===== src/rtl/csr_pkg.sv =====
`default_nettype none

package csr_pkg;

    //////////////////////////////////////////////////////////////////////
    // Widths
    //////////////////////////////////////////////////////////////////////
    typedef logic [31:0] xlen_t;
    typedef logic [11:0] csr_addr_t;
    typedef logic [4:0]  ecode_t;
    typedef logic [63:0] counter_t;
    typedef logic [1:0]  event_inc_t;

    // Size of the counter address window
    localparam int MAX_COUNTERS = 8;

    //////////////////////////////////////////////////////////////////////
    // CSR addresses
    //////////////////////////////////////////////////////////////////////
    localparam csr_addr_t MSTATUS     = 12'h300;
    localparam csr_addr_t MTVEC       = 12'h305;
    localparam csr_addr_t MSCRATCH    = 12'h340;
    localparam csr_addr_t MEPC        = 12'h341;
    localparam csr_addr_t MCAUSE      = 12'h342;
    localparam csr_addr_t CNT_LO_BASE = 12'hB00;
    localparam csr_addr_t CNT_HI_BASE = 12'hB80;

    // Legal machine exception codes
    localparam ecode_t EXC_INST_MISALIGNED  = 5'd0;
    localparam ecode_t EXC_ILLEGAL_INST     = 5'd2;
    localparam ecode_t EXC_BREAKPOINT       = 5'd3;
    localparam ecode_t EXC_LOAD_MISALIGNED  = 5'd4;
    localparam ecode_t EXC_STORE_MISALIGNED = 5'd6;
    localparam ecode_t EXC_ECALL_M          = 5'd11;

    //////////////////////////////////////////////////////////////////////
    // Enums and structs
    //////////////////////////////////////////////////////////////////////
    // Encoded like funct3[1:0] of the CSR instructions
    typedef enum logic [1:0] {
        CSR_RW = 2'd1,
        CSR_RS = 2'd2,
        CSR_RC = 2'd3
    } csr_op_t;

    typedef enum logic [1:0] {
        IDLE,
        COMMIT,
        DONE
    } ctrl_state_t;

    typedef struct packed {
        csr_addr_t addr;
        csr_op_t   op;
        xlen_t     data;
    } csr_req_t;

    typedef struct packed {
        logic   valid;
        ecode_t code;
        xlen_t  pc;
    } exception_t;

    // Write committed by the controller
    typedef struct packed {
        logic      en;
        csr_addr_t addr;
        xlen_t     value;
    } csr_write_t;

    typedef struct packed {
        logic [23:0] rsvd_hi;
        logic        mpie;
        logic [2:0]  rsvd_mid;
        logic        mie;
        logic [2:0]  rsvd_lo;
    } mstatus_t;

endpackage

`default_nettype wire


===== src/rtl/csr_access_ctrl.sv =====
`timescale 1ns/10ps
`default_nettype none

module csr_access_ctrl (
    input  logic                clk,
    input  logic                rst,

    // Issue side
    input  logic                req,
    input  csr_pkg::csr_req_t   req_data,
    output logic                ready,

    // Writeback side
    output logic                done,
    input  logic                ack,
    output csr_pkg::xlen_t      rd,

    // Register file side
    output csr_pkg::csr_addr_t  read_addr,
    input  csr_pkg::xlen_t      read_value,
    output csr_pkg::csr_write_t wr
);

    import csr_pkg::*;

    ctrl_state_t state;
    csr_req_t    req_r;
    logic        accept;
    logic        commit_r;
    logic        writable;
    xlen_t       updated;

    assign ready  = (state == IDLE);
    assign accept = req & ready;

    //////////////////////////////////////////////////////////////////////
    // Sequencing
    //////////////////////////////////////////////////////////////////////
    always_ff @(posedge clk) begin
        if (rst) begin
            state <= IDLE;
        end else begin
            case (state)
                IDLE: begin
                    if (req) begin
                        state <= COMMIT;
                    end
                end
                COMMIT: begin
                    state <= DONE;
                end
                DONE: begin
                    if (done & ack) begin
                        state <= IDLE;
                    end
                end
                default: begin
                    state <= IDLE;
                end
            endcase
        end
    end

    // Operand capture
    always_ff @(posedge clk) begin
        if (accept) begin
            req_r <= req_data;
        end
    end

    assign read_addr = req_r.addr;

    //////////////////////////////////////////////////////////////////////
    // Read-modify-write
    //////////////////////////////////////////////////////////////////////
    always_comb begin
        case (req_r.op)
            CSR_RS:  updated = read_value | req_r.data;
            CSR_RC:  updated = read_value & ~req_r.data;
            default: updated = req_r.data;
        endcase
    end

    // Top two address bits both set marks a read-only CSR
    assign writable = (req_r.addr[11:10] != 2'b11);

    always_ff @(posedge clk) begin
        if (rst) begin
            wr.en    <= 1'b0;
            commit_r <= 1'b0;
        end else begin
            wr.en    <= (state == COMMIT) & writable;
            commit_r <= (state == COMMIT);
        end
    end

    // Old value and write payload
    always_ff @(posedge clk) begin
        if (state == COMMIT) begin
            rd       <= read_value;
            wr.addr  <= req_r.addr;
            wr.value <= updated;
        end
    end

    // Done one edge after the write strobe, held until acked
    always_ff @(posedge clk) begin
        if (rst) begin
            done <= 1'b0;
        end else begin
            done <= (done & ~ack) | commit_r;
        end
    end

endmodule

`default_nettype wire


===== src/rtl/csr_trap_regs.sv =====
`timescale 1ns/10ps
`default_nettype none

module csr_trap_regs #(
    parameter csr_pkg::xlen_t RESET_MTVEC = 32'h0000_0100
) (
    input  logic                clk,
    input  logic                rst,
    input  csr_pkg::csr_write_t wr,
    input  csr_pkg::exception_t exception,
    input  logic                mret,
    output csr_pkg::mstatus_t   mstatus,
    output csr_pkg::xlen_t      mtvec,
    output csr_pkg::xlen_t      mepc,
    output csr_pkg::xlen_t      mscratch,
    output csr_pkg::xlen_t      mcause
);

    import csr_pkg::*;

    mstatus_t mstatus_wr;
    mstatus_t mstatus_next;
    ecode_t   mcause_code;
    logic     mcause_legal;

    function automatic logic write_hit(input csr_addr_t addr);
        return wr.en && (wr.addr == addr);
    endfunction

    //////////////////////////////////////////////////////////////////////
    // mstatus
    //////////////////////////////////////////////////////////////////////
    // Only MIE and MPIE are implemented
    always_comb begin
        mstatus_wr      = '0;
        mstatus_wr.mie  = wr.value[3];
        mstatus_wr.mpie = wr.value[7];
    end

    always_comb begin
        mstatus_next = mstatus;
        if (write_hit(MSTATUS)) begin
            mstatus_next = mstatus_wr;
        end else if (exception.valid) begin
            mstatus_next.mpie = mstatus.mie;
            mstatus_next.mie  = 1'b0;
        end else if (mret) begin
            mstatus_next.mie  = mstatus.mpie;
            mstatus_next.mpie = 1'b1;
        end
    end

    always_ff @(posedge clk) begin
        if (rst) begin
            mstatus <= '0;
        end else begin
            mstatus <= mstatus_next;
        end
    end

    //////////////////////////////////////////////////////////////////////
    // mtvec, mepc, mscratch
    //////////////////////////////////////////////////////////////////////
    // Direct mode only
    always_ff @(posedge clk) begin
        if (rst) begin
            mtvec <= {RESET_MTVEC[31:2], 2'b00};
        end else if (write_hit(MTVEC)) begin
            mtvec <= {wr.value[31:2], 2'b00};
        end
    end

    // Trap entry wins over a software write
    always_ff @(posedge clk) begin
        if (rst) begin
            mepc <= '0;
        end else if (exception.valid) begin
            mepc <= {exception.pc[31:2], 2'b00};
        end else if (write_hit(MEPC)) begin
            mepc <= {wr.value[31:2], 2'b00};
        end
    end

    always_ff @(posedge clk) begin
        if (rst) begin
            mscratch <= '0;
        end else if (write_hit(MSCRATCH)) begin
            mscratch <= wr.value;
        end
    end

    //////////////////////////////////////////////////////////////////////
    // mcause
    //////////////////////////////////////////////////////////////////////
    // Interrupt causes are not supported
    assign mcause_legal = ~wr.value[31] && (wr.value[4:0] inside {
        EXC_INST_MISALIGNED, EXC_ILLEGAL_INST, EXC_BREAKPOINT,
        EXC_LOAD_MISALIGNED, EXC_STORE_MISALIGNED, EXC_ECALL_M});

    always_ff @(posedge clk) begin
        if (rst) begin
            mcause_code <= '0;
        end else if (exception.valid) begin
            mcause_code <= exception.code;
        end else if (write_hit(MCAUSE) && mcause_legal) begin
            mcause_code <= wr.value[4:0];
        end
    end

    assign mcause = {27'b0, mcause_code};

endmodule

`default_nettype wire


===== src/rtl/csr_event_counter.sv =====
`timescale 1ns/10ps
`default_nettype none

module csr_event_counter #(
    parameter int INDEX = 0
) (
    input  logic                 clk,
    input  logic                 rst,
    input  csr_pkg::csr_write_t  wr,
    input  csr_pkg::event_inc_t  event_inc,
    output csr_pkg::counter_t    count
);

    import csr_pkg::*;

    localparam csr_addr_t LO_ADDR = CNT_LO_BASE + csr_addr_t'(INDEX);
    localparam csr_addr_t HI_ADDR = CNT_HI_BASE + csr_addr_t'(INDEX);

    logic     wr_lo;
    logic     wr_hi;
    counter_t count_next;

    assign wr_lo = wr.en && (wr.addr == LO_ADDR);
    assign wr_hi = wr.en && (wr.addr == HI_ADDR);

    // Software write replaces a half and skips this cycle's events
    always_comb begin
        count_next = count;
        if (wr_lo) begin
            count_next[31:0] = wr.value;
        end
        if (wr_hi) begin
            count_next[63:32] = wr.value;
        end
        if (!(wr_lo || wr_hi)) begin
            count_next = count + counter_t'(event_inc);
        end
    end

    always_ff @(posedge clk) begin
        if (rst) begin
            count <= '0;
        end else begin
            count <= count_next;
        end
    end

endmodule

`default_nettype wire


===== src/rtl/csr_read_mux.sv =====
`timescale 1ns/10ps
`default_nettype none

module csr_read_mux #(
    parameter int NUM_COUNTERS = 2
) (
    input  csr_pkg::csr_addr_t                    addr,
    input  csr_pkg::mstatus_t                     mstatus,
    input  csr_pkg::xlen_t                        mtvec,
    input  csr_pkg::xlen_t                        mepc,
    input  csr_pkg::xlen_t                        mscratch,
    input  csr_pkg::xlen_t                        mcause,
    input  csr_pkg::counter_t [NUM_COUNTERS-1:0]  counts,
    output csr_pkg::xlen_t                        value
);

    import csr_pkg::*;

    // Counter window covers MAX_COUNTERS slots per half
    localparam int IDX_W = $clog2(MAX_COUNTERS);

    logic             in_lo_window;
    logic             in_hi_window;
    logic [IDX_W-1:0] idx;
    xlen_t            counter_value;

    assign idx          = addr[IDX_W-1:0];
    assign in_lo_window = (addr[11:IDX_W] == CNT_LO_BASE[11:IDX_W]);
    assign in_hi_window = (addr[11:IDX_W] == CNT_HI_BASE[11:IDX_W]);

    // Unimplemented slots in the window read zero
    always_comb begin
        counter_value = '0;
        for (int i = 0; i < NUM_COUNTERS; i++) begin
            if (idx == IDX_W'(i)) begin
                if (in_lo_window) begin
                    counter_value = counts[i][31:0];
                end else if (in_hi_window) begin
                    counter_value = counts[i][63:32];
                end
            end
        end
    end

    always_comb begin
        case (addr)
            MSTATUS:  value = xlen_t'(mstatus);
            MTVEC:    value = mtvec;
            MSCRATCH: value = mscratch;
            MEPC:     value = mepc;
            MCAUSE:   value = mcause;
            default:  value = counter_value;
        endcase
    end

endmodule

`default_nettype wire


===== src/rtl/csr_unit.sv =====
`timescale 1ns/10ps
`default_nettype none

module csr_unit #(
    parameter int             NUM_COUNTERS = 2,
    parameter csr_pkg::xlen_t RESET_MTVEC  = 32'h0000_0100
) (
    input  logic                                   clk,
    input  logic                                   rst,

    // Issue and writeback
    input  logic                                   req,
    input  csr_pkg::csr_req_t                      req_data,
    output logic                                   ready,
    output logic                                   done,
    input  logic                                   ack,
    output csr_pkg::xlen_t                         rd,

    // Trap control
    input  csr_pkg::exception_t                    exception,
    input  logic                                   mret,
    input  csr_pkg::event_inc_t [NUM_COUNTERS-1:0] events,
    output csr_pkg::xlen_t                         trap_target,
    output csr_pkg::xlen_t                         epc
);

    import csr_pkg::*;

    csr_write_t                   wr;
    csr_addr_t                    read_addr;
    xlen_t                        read_value;
    mstatus_t                     mstatus;
    xlen_t                        mtvec;
    xlen_t                        mepc;
    xlen_t                        mscratch;
    xlen_t                        mcause;
    counter_t [NUM_COUNTERS-1:0]  counts;

    csr_access_ctrl u_ctrl (
        .clk        (clk),
        .rst        (rst),
        .req        (req),
        .req_data   (req_data),
        .ready      (ready),
        .done       (done),
        .ack        (ack),
        .rd         (rd),
        .read_addr  (read_addr),
        .read_value (read_value),
        .wr         (wr)
    );

    csr_trap_regs #(
        .RESET_MTVEC (RESET_MTVEC)
    ) u_trap_regs (
        .clk       (clk),
        .rst       (rst),
        .wr        (wr),
        .exception (exception),
        .mret      (mret),
        .mstatus   (mstatus),
        .mtvec     (mtvec),
        .mepc      (mepc),
        .mscratch  (mscratch),
        .mcause    (mcause)
    );

    //////////////////////////////////////////////////////////////////////
    // Event counter bank
    //////////////////////////////////////////////////////////////////////
    for (genvar i = 0; i < NUM_COUNTERS; i++) begin : gen_counter
        csr_event_counter #(
            .INDEX (i)
        ) u_counter (
            .clk       (clk),
            .rst       (rst),
            .wr        (wr),
            .event_inc (events[i]),
            .count     (counts[i])
        );
    end

    csr_read_mux #(
        .NUM_COUNTERS (NUM_COUNTERS)
    ) u_read_mux (
        .addr     (read_addr),
        .mstatus  (mstatus),
        .mtvec    (mtvec),
        .mepc     (mepc),
        .mscratch (mscratch),
        .mcause   (mcause),
        .counts   (counts),
        .value    (read_value)
    );

    assign trap_target = mtvec;
    assign epc         = mepc;

endmodule

`default_nettype wire


===== config.mk =====
export PLATFORM = sky130hd
export DESIGN_NAME = csr_unit
export DESIGN_NICKNAME = d
export VERILOG_FILES = /design/src/rtl/csr_pkg.sv /design/src/rtl/csr_access_ctrl.sv /design/src/rtl/csr_trap_regs.sv /design/src/rtl/csr_event_counter.sv /design/src/rtl/csr_read_mux.sv /design/src/rtl/csr_unit.sv
export SDC_FILE = /design/constraint.sdc
export NUM_CORES = 1
export LEC_CHECK = 0
export BUFFER_PORTS_ARGS = -buffer_cell sky130_fd_sc_hd__buf_2
export CAP_MARGIN = 10
export CORE_UTILIZATION = 30
export CTS_CLUSTER_DIAMETER = 80
export DETAILED_ROUTE_END_ITERATION = 10
export HOLD_SLACK_MARGIN = 0.15
export PLACE_DENSITY = 0.52
export RECOVER_POWER = 25
export SYNTH_ARGS = -nofsm -noshare
export SYNTH_HDL_FRONTEND = slang
export SYNTH_HIERARCHICAL = 1
export SYNTH_SLANG_ARGS = --single-unit
export TNS_END_PERCENT = 20

===== constraint.sdc =====
create_clock -name clk -period 4.38 [get_ports clk]
set_clock_uncertainty 0.1 [all_clocks]
set_input_delay 1.314 -clock clk [delete_from_list [all_inputs] [get_ports clk]]
set_output_delay 1.314 -clock clk [all_outputs]
set_load 0.005 [all_outputs]

==> flow_summary.json <==
{
  "core_area_um2": 66200,
  "r2r_slack_ps": 1020,
  "dr.pass1.iters": 6,
  "mostFrequentLayoutCells": "232 x dfxtp_1, 193 x nand2_1, 181 x buf_2, 142 x nand3_1, 139 x a21oi_1",
  "path_delay_family": "buffers and inverters",
  "globalRouteMet1Util_pct": 31.5,
  "drt_iter0_markers": 2322,
  "finalNonFillerCells": 3247,
  "overflow": 0,
  "max-cap-violations": 2,
  "yosysSeqAreaShare_pct": 41.1,
  "r2r-end": "gen_counter[1].u_counter/count[25]",
  "cts_buffer_depth": 3,
  "period_share_pct": 84.0,
  "cp_max_fo": 47,
  "io_buffers": 184,
  "syn_area_per_cell_um2": 9.00,
  "hpwl_um": 58100,
  "grtUsageMet2_pct": 36.9,
  "grt_pass1_wl_um": 123000,
  "die_x_um": 262,
  "final-setup-viol-count": 0,
  "dp.cells": 3167,
  "place.gp.congestion": 0.944,
  "crit_required_ps": 4400,
  "layout_min_cycle_time_ps": 3680,
  "slew_violations": 83,
  "worstSkewPairLatency_ps": 590,
  "grt_max_degree": 96,
  "ctsHoldBuffers": 0,
  "fillers": 6753,
  "ir_worst_vdd_mv": 0.224,
  "cp_slowest_stage_delay_ps": 2100,
  "regArea_um2": 8310,
  "ys_warn_count": 6,
  "routed_via_density": 6.05,
  "r2r-start": "u_ctrl/wr[34]",
  "cts_buffers": 42,
  "cts_setup_buffers": 0,
  "wl_per_cell_um": 25.7,
  "cp.arrival_ps": 3700,
  "dieArea_um2": 68400,
  "r2r.worst_path.cells": 6,
  "htreeDepth": 2,
  "start_util_pct": 30.5,
  "syn_to_final_growth_pct": 13.4,
  "grt_pass1_vias": 18600,
  "gr-usage-all-layers_pct": 23.8,
  "vias": 19700,
  "layout-drive-gt1-share_pct": 17.2,
  "hold_viol": 0,
  "synth-main-ff-cell": "dfxtp_1",
  "drt-total-wl_um": 83400,
  "clkTransAtPathRegs_ps": 60,
  "synth_area_um2": 20200,
  "synth-edff-count": 122,
  "tightestPinTransition_ps": 3020,
  "final_common_cell": "dfxtp_1",
  "violations": "max-capacitance violations, max-slew violations",
  "antenna_found_initial": 3,
  "end_kind": "flip-flop",
  "postSynth.asyncResetShare_pct": 0,
  "ios": 191,
  "fin_tns_setup_ps": 0,
  "worstSetupEndpoint": "u_ctrl/req_r[30]",
  "ys_seq_elements": 354,
  "hold_path.class": "flip-flop to flip-flop",
  "p_leak_nw": 7.70,
  "cts_tree": "built",
  "rows": 94,
  "die_h_um": 262,
  "layout.nets": 2446,
  "grt-busiest-layer": "met2",
  "postSynthCellCount": 2245,
  "final_antenna_net_count": 0,
  "cts_root_buf": "clkbuf_16",
  "cts_sinks": 354,
  "critical_path_buf_inv_count": 2,
  "fmax_mhz": 272,
  "rsz0062_at_grt": "no",
  "crit_start": "req",
  "cp_slowest_cell": "clkbuf_1",
  "worstSetupPathType": "input port to flip-flop",
  "cp.depth": 3,
  "multi_input_area_um2": 10500,
  "hold_ws_ps": 345,
  "grtUsageMet3_pct": 4.49,
  "slew_headroom_pct": -101,
  "power-per-cell-area_nw_per_um2": 338,
  "status": "complete, but fails checks",
  "cp-start-kind": "input port",
  "post-route-drc-count": 0,
  "synth.distinct_cells": 107,
  "place_area_um2": 21600,
  "final_cell_area_um2": 22900,
  "cts_resized": 0,
  "crit_chain": "buf_2, and2_2, clkbuf_1"
}
[synthesized netlist by cell type, types with 13 or more instances]
library cell	n	area share [%]
or4_1	23	0.85
o21ai_0	103	2.6
buf_4	86	3.2
or3_1	20	0.62
o21ai_1	32	0.79
o211ai_1	43	1.6
nand3_1	143	3.5
nor3_1	36	0.89
a211oi_1	49	1.8
a21oi_1	139	3.4
clkbuf_1	81	1.5
o2bb2ai_1	21	0.91
inv_1	59	1.1
dfxtp_1	232	23
o22ai_1	40	1.2
nand2_1	193	3.6
a2bb2oi_1	13	0.56
and2_1	13	0.40
xnor2_1	14	0.61
mux2i_1	55	2.7
nor2b_1	33	1.0
nor4_1	25	0.77
a31oi_1	40	1.2
buf_6	13	0.72
buf_2	63	1.6
mux2_2	30	1.7
a22oi_1	65	2.4
nor2_1	82	1.5
edfxtp_1	122	18
nand4_1	92	2.8
and3_1	27	0.84
a211o_1	22	0.95
[per-layer routing]
layer | vias to the layer above | share of wire, %
li1 | 8719 | -
met1 | 9610 | 41
met2 | 1097 | 45
met3 | 227 | 9.3
met4 | 4 | 4.8
met5 | - | 0.037
[worst min-delay path: cells and delay by family, from the launching register on]
kind             cells  cell delay, ps
flip-flops           1             310
AND/OR/NAND/NOR      1              70
AO/OA/AOI/OAI        1              40
[layout make-up]
type                    instances  area share [%]
diodes                          2          0.0218
well taps                     864            4.72
inverters                      59           0.972
clock buffers                  53            4.90
multi-input cells            1645            46.0
clock inverters                25            1.00
flip-flops and latches        354            36.3
repair buffers                245            6.16
[registers in the layout, indices dropped and copies added, names as in the netlist]
signal and flops:
gen_counter.u_counter/count 128, u_trap_regs/mepc 30, u_trap_regs/mstatus 2, u_trap_regs/mtvec 30
u_trap_regs/mcause_code 5, u_ctrl/rd 32, u_ctrl/req_r 34, u_ctrl/done 1
u_trap_regs/mscratch 32, u_ctrl/commit_r 1, u_ctrl/wr 45, u_ctrl/read_addr 12
u_ctrl/state 2
[cell families after synthesis]
group	count (synthesis)	synth area share (%)
DFF	354	41.1
buffers and inverters	306	8.16
and+or+nand+nor	786	22.2
muxes	86	4.45
adders and majority gates	6	0.446
xor gates and xnor gates	23	0.997
other	1	0.0186
AOI/OAI and AO/OA	683	22.6
[report_power, final]
group | internal [mW] | switching (mW)
clock | 2.01 | 1.54
sequential | 3.52 | 0.177
combinational | 0.185 | 0.319
total | 5.72 | 2.03
[through the flow]
stage | utilization, % | total power, mW | worst slack, ps
detailed placement | 32.6 | 4.26 | 396
global placement | 32.6 | 4.25 | 438
global route | 34.6 | 7.97 | 469
CTS | 34.6 | 7.78 | 985
finish | 34.6 | 7.75 | 701
floorplan | - | 4.03 | 711
[worst min-delay path by stage]
stage | startpoint | to | slack, ps | cells after the start
finish | u_ctrl/commit_r | u_ctrl/done | 350 | 2
CTS | u_ctrl/commit_r | u_ctrl/done | 350 | 2
global placement | u_ctrl/commit_r | u_ctrl/done | 320 | 2
global route | u_ctrl/commit_r | u_ctrl/done | 380 | 2
floorplan | u_ctrl/commit_r | u_ctrl/done | 310 | 2
detailed placement | u_ctrl/commit_r | u_ctrl/done | 340 | 2
Power figures use the tool's default switching activity.
